--- config.mk ---
export PLATFORM = sky130hd
export DESIGN_NAME = periph_bus_top
export DESIGN_NICKNAME = d
export VERILOG_FILES = /design/src/hw/periph_bus_pkg.sv /design/src/hw/periph_bus_top.sv /design/src/hw/pwm_gen.sv /design/src/hw/uart_tx.sv /design/src/hw/wb_master.sv /design/src/hw/wb_reg_slave.sv
export VERILOG_INCLUDE_DIRS = /design/src /design/src/hw
export SDC_FILE = /design/constraint.sdc
export NUM_CORES = 1
export LEC_CHECK = 0
export ABC_AREA = 1
export BUFFER_PORTS_ARGS = -buffer_cell sky130_fd_sc_hd__buf_2
export CAP_MARGIN = 0
export CORE_ASPECT_RATIO = 2
export CORE_MARGIN = 5
export CORE_UTILIZATION = 60
export DETAILED_ROUTE_END_ITERATION = 10
export GPL_ROUTABILITY_DRIVEN = 0
export GPL_TIMING_DRIVEN = 0
export HOLD_SLACK_MARGIN = 0.05
export PLACE_DENSITY = 0.8
export SETUP_SLACK_MARGIN = 0.5
export SYNTH_ARGS = -nofsm -noshare
export SYNTH_HDL_FRONTEND = slang
export SYNTH_SLANG_ARGS = --single-unit
--- constraint.sdc ---
create_clock -name clk_i -period 6.6 [get_ports clk_i]
set_clock_uncertainty 0.05 [all_clocks]
set_input_delay 1.98 -clock clk_i [delete_from_list [all_inputs] [get_ports clk_i]]
set_output_delay 1.98 -clock clk_i [all_outputs]
set_load 0.005 [all_outputs]
--- src/hw/periph_bus_cfg.svh ---
// peripheral bus configuration: widths, slot codes, empty slots and reset values
`ifndef PERIPH_BUS_CFG_SVH
`define PERIPH_BUS_CFG_SVH

// bus widths
`define PB_DATA_W 32
`define PB_ADR_W 8

// slot codes in address bits 17:16
`define PB_SLOT_UART 2'd0
`define PB_SLOT_SPI 2'd1
`define PB_SLOT_PWM 2'd2
`define PB_SLOT_VGA 2'd3

// slots answered by the bridge itself, spi and vga
`define PB_SLOT_EMPTY 4'b1010

// register reset values
`define PB_UART_DIV_RST 16'd433
`define PB_PWM_PERIOD_RST 16'd999

`endif

--- src/hw/periph_bus_pkg.sv ---
// peripheral bus types: processor request, wishbone request/response, register blocks
`include "periph_bus_cfg.svh"

package periph_bus_pkg;

    // single read or write from the processor side, mask of zero is a read
    typedef struct packed {
        logic [31:0]              addr;
        logic [`PB_DATA_W-1:0]    wdata;
        logic [`PB_DATA_W/8-1:0]  mask;
    } cpu_req_t;

    // shared by all slaves
    typedef struct packed {
        logic [`PB_ADR_W-1:0]     adr;
        logic [`PB_DATA_W-1:0]    dat;
        logic                     we;
        logic [`PB_DATA_W/8-1:0]  sel;
        logic                     stb;
    } wb_req_t;

    typedef struct packed {
        logic                     ack;
        logic [`PB_DATA_W-1:0]    dat;
    } wb_rsp_t;

    // word 2 in the msbs, word 0 in the lsbs
    typedef struct packed {
        logic [30:0] ctrl_rsvd;
        logic        start;
        logic [15:0] div_rsvd;
        logic [15:0] div;
        logic [23:0] data_rsvd;
        logic [7:0]  data;
    } uart_regs_t;

    typedef struct packed {
        logic [30:0] ctrl_rsvd;
        logic        enable;
        logic [15:0] duty_rsvd;
        logic [15:0] duty;
        logic [15:0] period_rsvd;
        logic [15:0] period;
    } pwm_regs_t;

endpackage

--- src/hw/periph_bus_top.sv ---
// peripheral bus top: wishbone bridge, register slaves, uart transmitter and pwm
`timescale 1ns/1ps
`include "periph_bus_cfg.svh"

module periph_bus_top (
    input  logic                        clk_i,
    input  logic                        rst_i,
    input  periph_bus_pkg::cpu_req_t    cpu_req_i,
    input  logic                        cpu_sel_i,
    output logic [`PB_DATA_W-1:0]       cpu_rdata_o,
    output logic                        cpu_stall_o,
    output logic                        uart_tx_o,
    output logic                        pwm_o
);

    localparam periph_bus_pkg::uart_regs_t UART_RST = '{
        div:     `PB_UART_DIV_RST,
        default: '0
    };
    localparam periph_bus_pkg::pwm_regs_t PWM_RST = '{
        period:  `PB_PWM_PERIOD_RST,
        default: '0
    };

    periph_bus_pkg::wb_req_t         wb_req;
    logic [3:0]                      cyc;
    periph_bus_pkg::wb_rsp_t [3:0]   rsp;
    periph_bus_pkg::uart_regs_t      uart_regs;
    periph_bus_pkg::pwm_regs_t       pwm_regs;
    logic                            uart_wr;
    logic                            pwm_wr;
    logic [31:0]                     uart_status;
    logic [31:0]                     pwm_status;

    // unpopulated slots, masked off inside the bridge
    assign rsp[`PB_SLOT_SPI] = '0;
    assign rsp[`PB_SLOT_VGA] = '0;

    wb_master master_u (
        .clk_i       (clk_i),
        .rst_i       (rst_i),
        .cpu_req_i   (cpu_req_i),
        .cpu_sel_i   (cpu_sel_i),
        .cpu_rdata_o (cpu_rdata_o),
        .cpu_stall_o (cpu_stall_o),
        .wb_req_o    (wb_req),
        .cyc_o       (cyc),
        .rsp_i       (rsp)
    );

    wb_reg_slave #(
        .reg_t   (periph_bus_pkg::uart_regs_t),
        .RST_VAL (UART_RST)
    ) uart_regs_u (
        .clk_i    (clk_i),
        .rst_i    (rst_i),
        .wb_req_i (wb_req),
        .cyc_i    (cyc[`PB_SLOT_UART]),
        .rsp_o    (rsp[`PB_SLOT_UART]),
        .regs_o   (uart_regs),
        .wr_o     (uart_wr),
        .status_i (uart_status)
    );

    wb_reg_slave #(
        .reg_t   (periph_bus_pkg::pwm_regs_t),
        .RST_VAL (PWM_RST)
    ) pwm_regs_u (
        .clk_i    (clk_i),
        .rst_i    (rst_i),
        .wb_req_i (wb_req),
        .cyc_i    (cyc[`PB_SLOT_PWM]),
        .rsp_o    (rsp[`PB_SLOT_PWM]),
        .regs_o   (pwm_regs),
        .wr_o     (pwm_wr),
        .status_i (pwm_status)
    );

    uart_tx uart_u (
        .clk_i    (clk_i),
        .rst_i    (rst_i),
        .regs_i   (uart_regs),
        .wr_i     (uart_wr),
        .status_o (uart_status),
        .tx_o     (uart_tx_o)
    );

    pwm_gen pwm_u (
        .clk_i    (clk_i),
        .rst_i    (rst_i),
        .regs_i   (pwm_regs),
        .wr_i     (pwm_wr),
        .status_o (pwm_status),
        .pwm_o    (pwm_o)
    );

endmodule

--- src/hw/pwm_gen.sv ---
// pwm generator, free-running counter compared against a programmable duty
`timescale 1ns/1ps

module pwm_gen (
    input  logic                        clk_i,
    input  logic                        rst_i,
    input  periph_bus_pkg::pwm_regs_t   regs_i,
    input  logic                        wr_i,
    output logic [31:0]                 status_o,
    output logic                        pwm_o
);

    logic [15:0] cnt_q;
    logic [15:0] cnt_d;
    logic        pwm_q;

    // control write restarts the period, disable parks at zero
    always_comb begin
        if (wr_i || !regs_i.enable) begin
            cnt_d = '0;
        end else if (cnt_q == regs_i.period) begin
            cnt_d = '0;
        end else begin
            cnt_d = cnt_q + 16'd1;
        end
    end

    always_ff @(posedge clk_i) begin
        if (rst_i) begin
            cnt_q <= '0;
            pwm_q <= 1'b0;
        end else begin
            cnt_q <= cnt_d;
            // output lines up with the counter value it is derived from
            pwm_q <= regs_i.enable & (cnt_d < regs_i.duty);
        end
    end

    assign status_o = {16'b0, cnt_q};
    assign pwm_o    = pwm_q;

endmodule

--- src/hw/uart_tx.sv ---
// uart transmitter, 8N1 frames timed by a programmable baud divisor
`timescale 1ns/1ps

module uart_tx (
    input  logic                        clk_i,
    input  logic                        rst_i,
    input  periph_bus_pkg::uart_regs_t  regs_i,
    input  logic                        wr_i,
    output logic [31:0]                 status_o,
    output logic                        tx_o
);

    logic        busy_q;
    logic        tx_q;
    logic [3:0]  bit_cnt_q;
    logic [15:0] div_cnt_q;
    logic [15:0] div_q;
    // data bits then the stop bit, shifted out lsb first
    logic [8:0]  shreg_q;
    logic        start_go;
    logic        bit_end;
    logic        last_bit;

    // start requests while busy are dropped
    assign start_go = wr_i & regs_i.start & ~busy_q;
    assign bit_end  = busy_q & (div_cnt_q == div_q);
    assign last_bit = (bit_cnt_q == 4'd9);

    always_ff @(posedge clk_i) begin
        if (rst_i) begin
            busy_q    <= 1'b0;
            tx_q      <= 1'b1;
            bit_cnt_q <= '0;
            div_cnt_q <= '0;
        end else if (start_go) begin
            busy_q    <= 1'b1;
            tx_q      <= 1'b0;
            bit_cnt_q <= '0;
            div_cnt_q <= '0;
        end else if (bit_end) begin
            div_cnt_q <= '0;
            if (last_bit) begin
                busy_q <= 1'b0;
                tx_q   <= 1'b1;
            end else begin
                bit_cnt_q <= bit_cnt_q + 4'd1;
                tx_q      <= shreg_q[0];
            end
        end else if (busy_q) begin
            div_cnt_q <= div_cnt_q + 16'd1;
        end
    end

    // frame payload, divisor held for the whole frame
    always_ff @(posedge clk_i) begin
        if (start_go) begin
            shreg_q <= {1'b1, regs_i.data};
            div_q   <= regs_i.div;
        end else if (bit_end && !last_bit) begin
            shreg_q <= {1'b1, shreg_q[8:1]};
        end
    end

    assign status_o = {31'b0, busy_q};
    assign tx_o     = tx_q;

endmodule

--- src/hw/wb_master.sv ---
// wishbone classic master bridge: processor request to bus cycle, slot decode and stall
`timescale 1ns/1ps
`include "periph_bus_cfg.svh"

module wb_master (
    input  logic                            clk_i,
    input  logic                            rst_i,

    // processor side
    input  periph_bus_pkg::cpu_req_t        cpu_req_i,
    input  logic                            cpu_sel_i,
    output logic [`PB_DATA_W-1:0]           cpu_rdata_o,
    output logic                            cpu_stall_o,

    // wishbone side
    output periph_bus_pkg::wb_req_t         wb_req_o,
    output logic [3:0]                      cyc_o,
    input  periph_bus_pkg::wb_rsp_t [3:0]   rsp_i
);

    localparam logic [3:0] EMPTY_MASK = `PB_SLOT_EMPTY;

    typedef enum logic {
        ST_IDLE = 1'b0,
        ST_BUS  = 1'b1
    } state_t;

    state_t     state_q;
    state_t     state_d;
    logic       sel_q;
    logic [1:0] slot;
    logic       slot_empty;
    logic       in_bus;
    logic       ack;

    // slot field of the processor address
    assign slot       = cpu_req_i.addr[17:16];
    assign slot_empty = EMPTY_MASK[slot];
    assign in_bus     = (state_q == ST_BUS);

    // empty slots get a local ack as soon as the bus state is reached
    assign ack         = slot_empty ? in_bus : rsp_i[slot].ack;
    assign cpu_rdata_o = slot_empty ? '0 : rsp_i[slot].dat;

    // stall on the select edge, then until the ack
    assign cpu_stall_o = (cpu_sel_i & ~sel_q) | (in_bus & ~ack);

    // request passes straight through
    assign wb_req_o.adr = cpu_req_i.addr[`PB_ADR_W-1:0];
    assign wb_req_o.dat = cpu_req_i.wdata;
    assign wb_req_o.we  = |cpu_req_i.mask;
    assign wb_req_o.sel = cpu_req_i.mask;
    assign wb_req_o.stb = in_bus;

    // only the addressed slot sees cyc
    always_comb begin
        cyc_o       = '0;
        cyc_o[slot] = in_bus;
    end

    always_comb begin
        state_d = state_q;
        case (state_q)
            ST_IDLE: begin
                if (cpu_sel_i) begin
                    state_d = ST_BUS;
                end
            end
            ST_BUS: begin
                if (ack) begin
                    state_d = ST_IDLE;
                end
            end
            default: state_d = ST_IDLE;
        endcase
    end

    always_ff @(posedge clk_i) begin
        if (rst_i) begin
            state_q <= ST_IDLE;
            sel_q   <= 1'b0;
        end else begin
            state_q <= state_d;
            sel_q   <= cpu_sel_i;
        end
    end

endmodule

--- src/hw/wb_reg_slave.sv ---
// generic wishbone register slave with byte-select writes and a read-only status word
`timescale 1ns/1ps
`include "periph_bus_cfg.svh"

module wb_reg_slave #(
    parameter type  reg_t   = logic [3*`PB_DATA_W-1:0],
    parameter reg_t RST_VAL = '0
) (
    input  logic                        clk_i,
    input  logic                        rst_i,
    input  periph_bus_pkg::wb_req_t     wb_req_i,
    input  logic                        cyc_i,
    output periph_bus_pkg::wb_rsp_t     rsp_o,
    output reg_t                        regs_o,
    output logic                        wr_o,
    input  logic [`PB_DATA_W-1:0]       status_i
);

    localparam int NWORDS = $bits(reg_t) / `PB_DATA_W;
    localparam int NBYTES = `PB_DATA_W / 8;

    logic [NWORDS-1:0][`PB_DATA_W-1:0] regs_q;
    logic                              ack_q;
    logic                              wr_q;
    logic [`PB_DATA_W-1:0]             dat_q;
    logic [`PB_DATA_W-1:0]             rd_word;
    logic [1:0]                        idx;
    logic                              hit;
    logic                              wr_hit;

    assign idx    = wb_req_i.adr[3:2];
    // one ack per cycle, the held strobe is not taken twice
    assign hit    = cyc_i & wb_req_i.stb & ~ack_q;
    assign wr_hit = hit & wb_req_i.we & (idx != 2'd3) & (int'(idx) < NWORDS);

    // word 3 always reads the peripheral status
    always_comb begin
        if (idx == 2'd3) begin
            rd_word = status_i;
        end else if (int'(idx) < NWORDS) begin
            rd_word = regs_q[idx];
        end else begin
            rd_word = '0;
        end
    end

    always_ff @(posedge clk_i) begin
        if (rst_i) begin
            regs_q <= RST_VAL;
            ack_q  <= 1'b0;
            wr_q   <= 1'b0;
        end else begin
            ack_q <= hit;
            wr_q  <= wr_hit & (idx == 2'd2);
            if (wr_hit) begin
                for (int b = 0; b < NBYTES; b++) begin
                    if (wb_req_i.sel[b]) begin
                        regs_q[idx][8*b +: 8] <= wb_req_i.dat[8*b +: 8];
                    end
                end
            end
        end
    end

    // read data captured with the ack
    always_ff @(posedge clk_i) begin
        if (hit) begin
            dat_q <= rd_word;
        end
    end

    assign rsp_o.ack = ack_q;
    assign rsp_o.dat = dat_q;
    assign regs_o    = reg_t'(regs_q);
    assign wr_o      = wr_q;

endmodule

==> results.json <==
{
  "status": "completed",
  "clockPowerShare_pct": 42.4,
  "grt_pass1_wl_um": 64900,
  "clk_latency_ns": 0.56,
  "cts_setup_buffers": 0,
  "multi_input_area_um2": 5460,
  "io_buffers": 74,
  "total_power_uw": 3980,
  "dp_hpwl_um": 31500,
  "finalSetupViolCount": 0,
  "drive_above_1_share_pct": 10.2,
  "antenna_cells": 0,
  "endpoint_kind": "output pin",
  "syn2layout_area_growth_pct": 12.2,
  "start_kind": "input pin",
  "die-area_um2": 27000,
  "critPathKind": "input pin to output pin",
  "p_switching_uw": 922,
  "drt-vias-per-instance": 6.00,
  "die_width_um": 119,
  "fillers": 1886,
  "drt_iter0_drc": 1204,
  "synthesis.area_um2": 14200,
  "top_level_ports": 106,
  "nNetsFinal": 1888,
  "grt-ovfl-total": 0,
  "timing.rr.start": "pwm_u.cnt_q[3]",
  "p_int_uw": 3050,
  "start_util_pct": 60.8,
  "cts_tree": "yes",
  "worstHoldPathType": "flip-flop to flip-flop",
  "tightest_slew_ns": 0.979,
  "p_leak_uw": 0.00583,
  "ant_nets": 0,
  "syn_nets": 1780,
  "fin_crit_ns": 5.55,
  "cp.arrival_ns": 3.52,
  "num_rows": 79,
  "dr.pass1.iters": 5,
  "p_per_area_nw_per_um2": 250,
  "cts_made_buffers": 28,
  "p_sw_share_pct": 23.2,
  "hold_viol": 0,
  "core-area_um2": 23300,
  "antenna_found_initial": 1,
  "fmax_ghz": 0.180,
  "crit_required_ns": 4.57,
  "synth_area_per_cell_um2": 8.39,
  "clk_pin_slew_ns": 0.07,
  "timing.final.crit_share_pct": 84.1,
  "avgRoutedWirePerCell_um": 19.9,
  "vias": 12600,
  "path_max_fanout": 10,
  "yosysWarnings": 0,
  "power_frac_comb_pct": 5.7,
  "grt_max_degree": 21,
  "postCtsResizedCells": 0,
  "rsz0062_at_grt": "no",
  "drv_slew": 0,
  "clockBufferDepth": 3,
  "synth.distinct_cells": 44,
  "ir_worst_vdd_mv": 0.198,
  "layout_commonest_cell": "nand2_1",
  "whs_ns": 0.382,
  "relSlewSlack_pct": 34.4,
  "ys_ff_latch": 325,
  "worstSetupStartpoint": "cpu_req_i[53]",
  "cts_root_buf": "clkbuf_16",
  "clock-sinks": 325,
  "ys_seq_area_share_pct": 52.1,
  "fin_util_pct": 68.2,
  "grt_usage_pct": 30.7,
  "die_h_um": 227,
  "wirelength_um": 41900,
  "grt_pass1_vias": 12500,
  "ctsHoldBuffers": 0,
  "layout_common_cells": "nand2_1 (264), dfxtp_1 (237), inv_1 (232), a21oi_1 (189), o21ai_0 (164)",
  "seq_power_share_pct": 51.9,
  "min_from": "uart_regs_u.regs_o[33]",
  "drc_errors": 0,
  "htreeDepth": 1,
  "maxCapViolCount": 0,
  "syn_inst": 1690,
  "register_area_um2": 7390
}
layout make-up:
| class | count | share of cell area [%] |
|---|---|---|
| sequential | 325 | 46.4 |
| multi-input combinational | 1037 | 34.3 |
| inverter | 236 | 5.57 |
| clock buffer | 34 | 4.80 |
| buffer | 92 | 2.85 |
| timing repair buffer | 78 | 2.74 |
| tap | 283 | 2.23 |
| clock inverter | 18 | 1.04 |
cells by family (layout without fill, tap and decap cells):
| kind of cell | count (synthesis) | in the layout | synth area share (%) |
|---|---|---|---|
| fa+ha+maj | 19 | 19 | 1.68 |
| xor+xnor | 25 | 25 | 1.54 |
| simple gates | 530 | 530 | 16.5 |
| flops | 325 | 325 | 52.1 |
| buf+inv | 328 | 458 | 9.45 |
| compound gates | 463 | 463 | 18.7 |
metal layers:
metal  part of all wire [%]  up-vias  global-route usage, %
met4                    9.2        2                   24.2
met2                     51      645                   55.9
met3                    6.4      230                   4.10
met1                     34     5808                   31.4
li1                       -     5935                      -
met5                  0.031        -                      0
power groups by stage:
stage / registers [uW] / logic, uW / clock network [uW]
after floorplan: 2110 / 113 / 0
after global placement: 2110 / 214 / 0
after detailed placement: 2110 / 220 / 0
after CTS: 2060 / 221 / 1680
after global routing: 2060 / 242 / 1770
final: 2060 / 228 / 1690
worst paths after layout:
path	to	slack (ns)	depth (start not counted)
worst max-delay path	cpu_rdata_o[9]	1.05	6
worst min-delay path	uart_u.div_q[1]	0.38	0
worst max register to register	pwm_u.pwm_o	3.17	17
worst min register to register	uart_u.div_q[1]	0.38	0
per-stage QoR:
| step | cell area [um2] | setup slack [ns] | instances | setup TNS [ns] |
|---|---|---|---|---|
| detailed placement | 15000 | 1.12 | 2051 | 0 |
| global route | 15900 | 1.07 | 2103 | 0 |
| floorplan | 14200 | 0.723 | 1690 | 0 |
| finish | 15900 | 1.05 | 2103 | 0 |
| CTS | 15900 | 1.11 | 2103 | 0 |
| global placement | 14900 | -1.47 | 2047 | -131.04 |
Yosys cell counts:
cell type / number / area [um2]
or2_1: 1 / 6.26
xnor2_1: 9 / 78.8
a211oi_1: 17 / 128
a211oi_2: 1 / 12.5
nand3b_1: 2 / 15.0
buf_1: 2 / 7.51
nand2_1: 264 / 991
nor4_1: 8 / 50.1
nor3_1: 27 / 135
and3_1: 1 / 6.26
nor2_2: 4 / 25.0
nand3_1: 94 / 470
buf_12: 1 / 20.0
o21ai_0: 164 / 821
dfxtp_1: 237 / 4740
or2_2: 7 / 43.8
edfxtp_1: 88 / 2640
a221oi_1: 16 / 140
nand2_4: 3 / 33.8
nor3_4: 1 / 16.3
buf_4: 1 / 7.51
ha_1: 19 / 238
nand2_2: 7 / 43.8
nor2_1: 86 / 323
clkbuf_1: 57 / 214
o221ai_1: 41 / 359
nand4_1: 19 / 119
xor2_1: 16 / 140
inv_1: 232 / 871
a22oi_1: 22 / 165
buf_2: 23 / 115
a2111o_1: 1 / 11.3
nor2_8: 1 / 20.0
a211o_1: 1 / 8.76
clkinv_1: 2 / 7.51
a21oi_1: 189 / 946
o21ai_1: 8 / 40.0
inv_2: 2 / 7.51
buf_6: 8 / 90.1
nor3_2: 2 / 20.0
nand3_2: 1 / 10.0
o211ai_1: 3 / 22.5
nor2_4: 1 / 11.3
and2_1: 1 / 6.26
critical path, cell delays in order:
cell and delay (ns):
buf_6 0.13, or2_1 0.20, buf_2 0.20, clkbuf_1 0.30, o21ai_0 0.49, buf_2 0.20
registers in the layout, summed over array words and instances, names as in the netlist, 4 cells and up:
signal              count
pwm_u.cnt_q            16
uart_u.shreg_q          8
uart_regs_u.regs_o     96
uart_u.div_q           16
uart_u.div_cnt_q       16
uart_regs_u.dat_q      32
pwm_regs_u.dat_q       32
pwm_regs_u.regs_o      96
uart_u.bit_cnt_q        4
(Power assumes the default switching activity.)
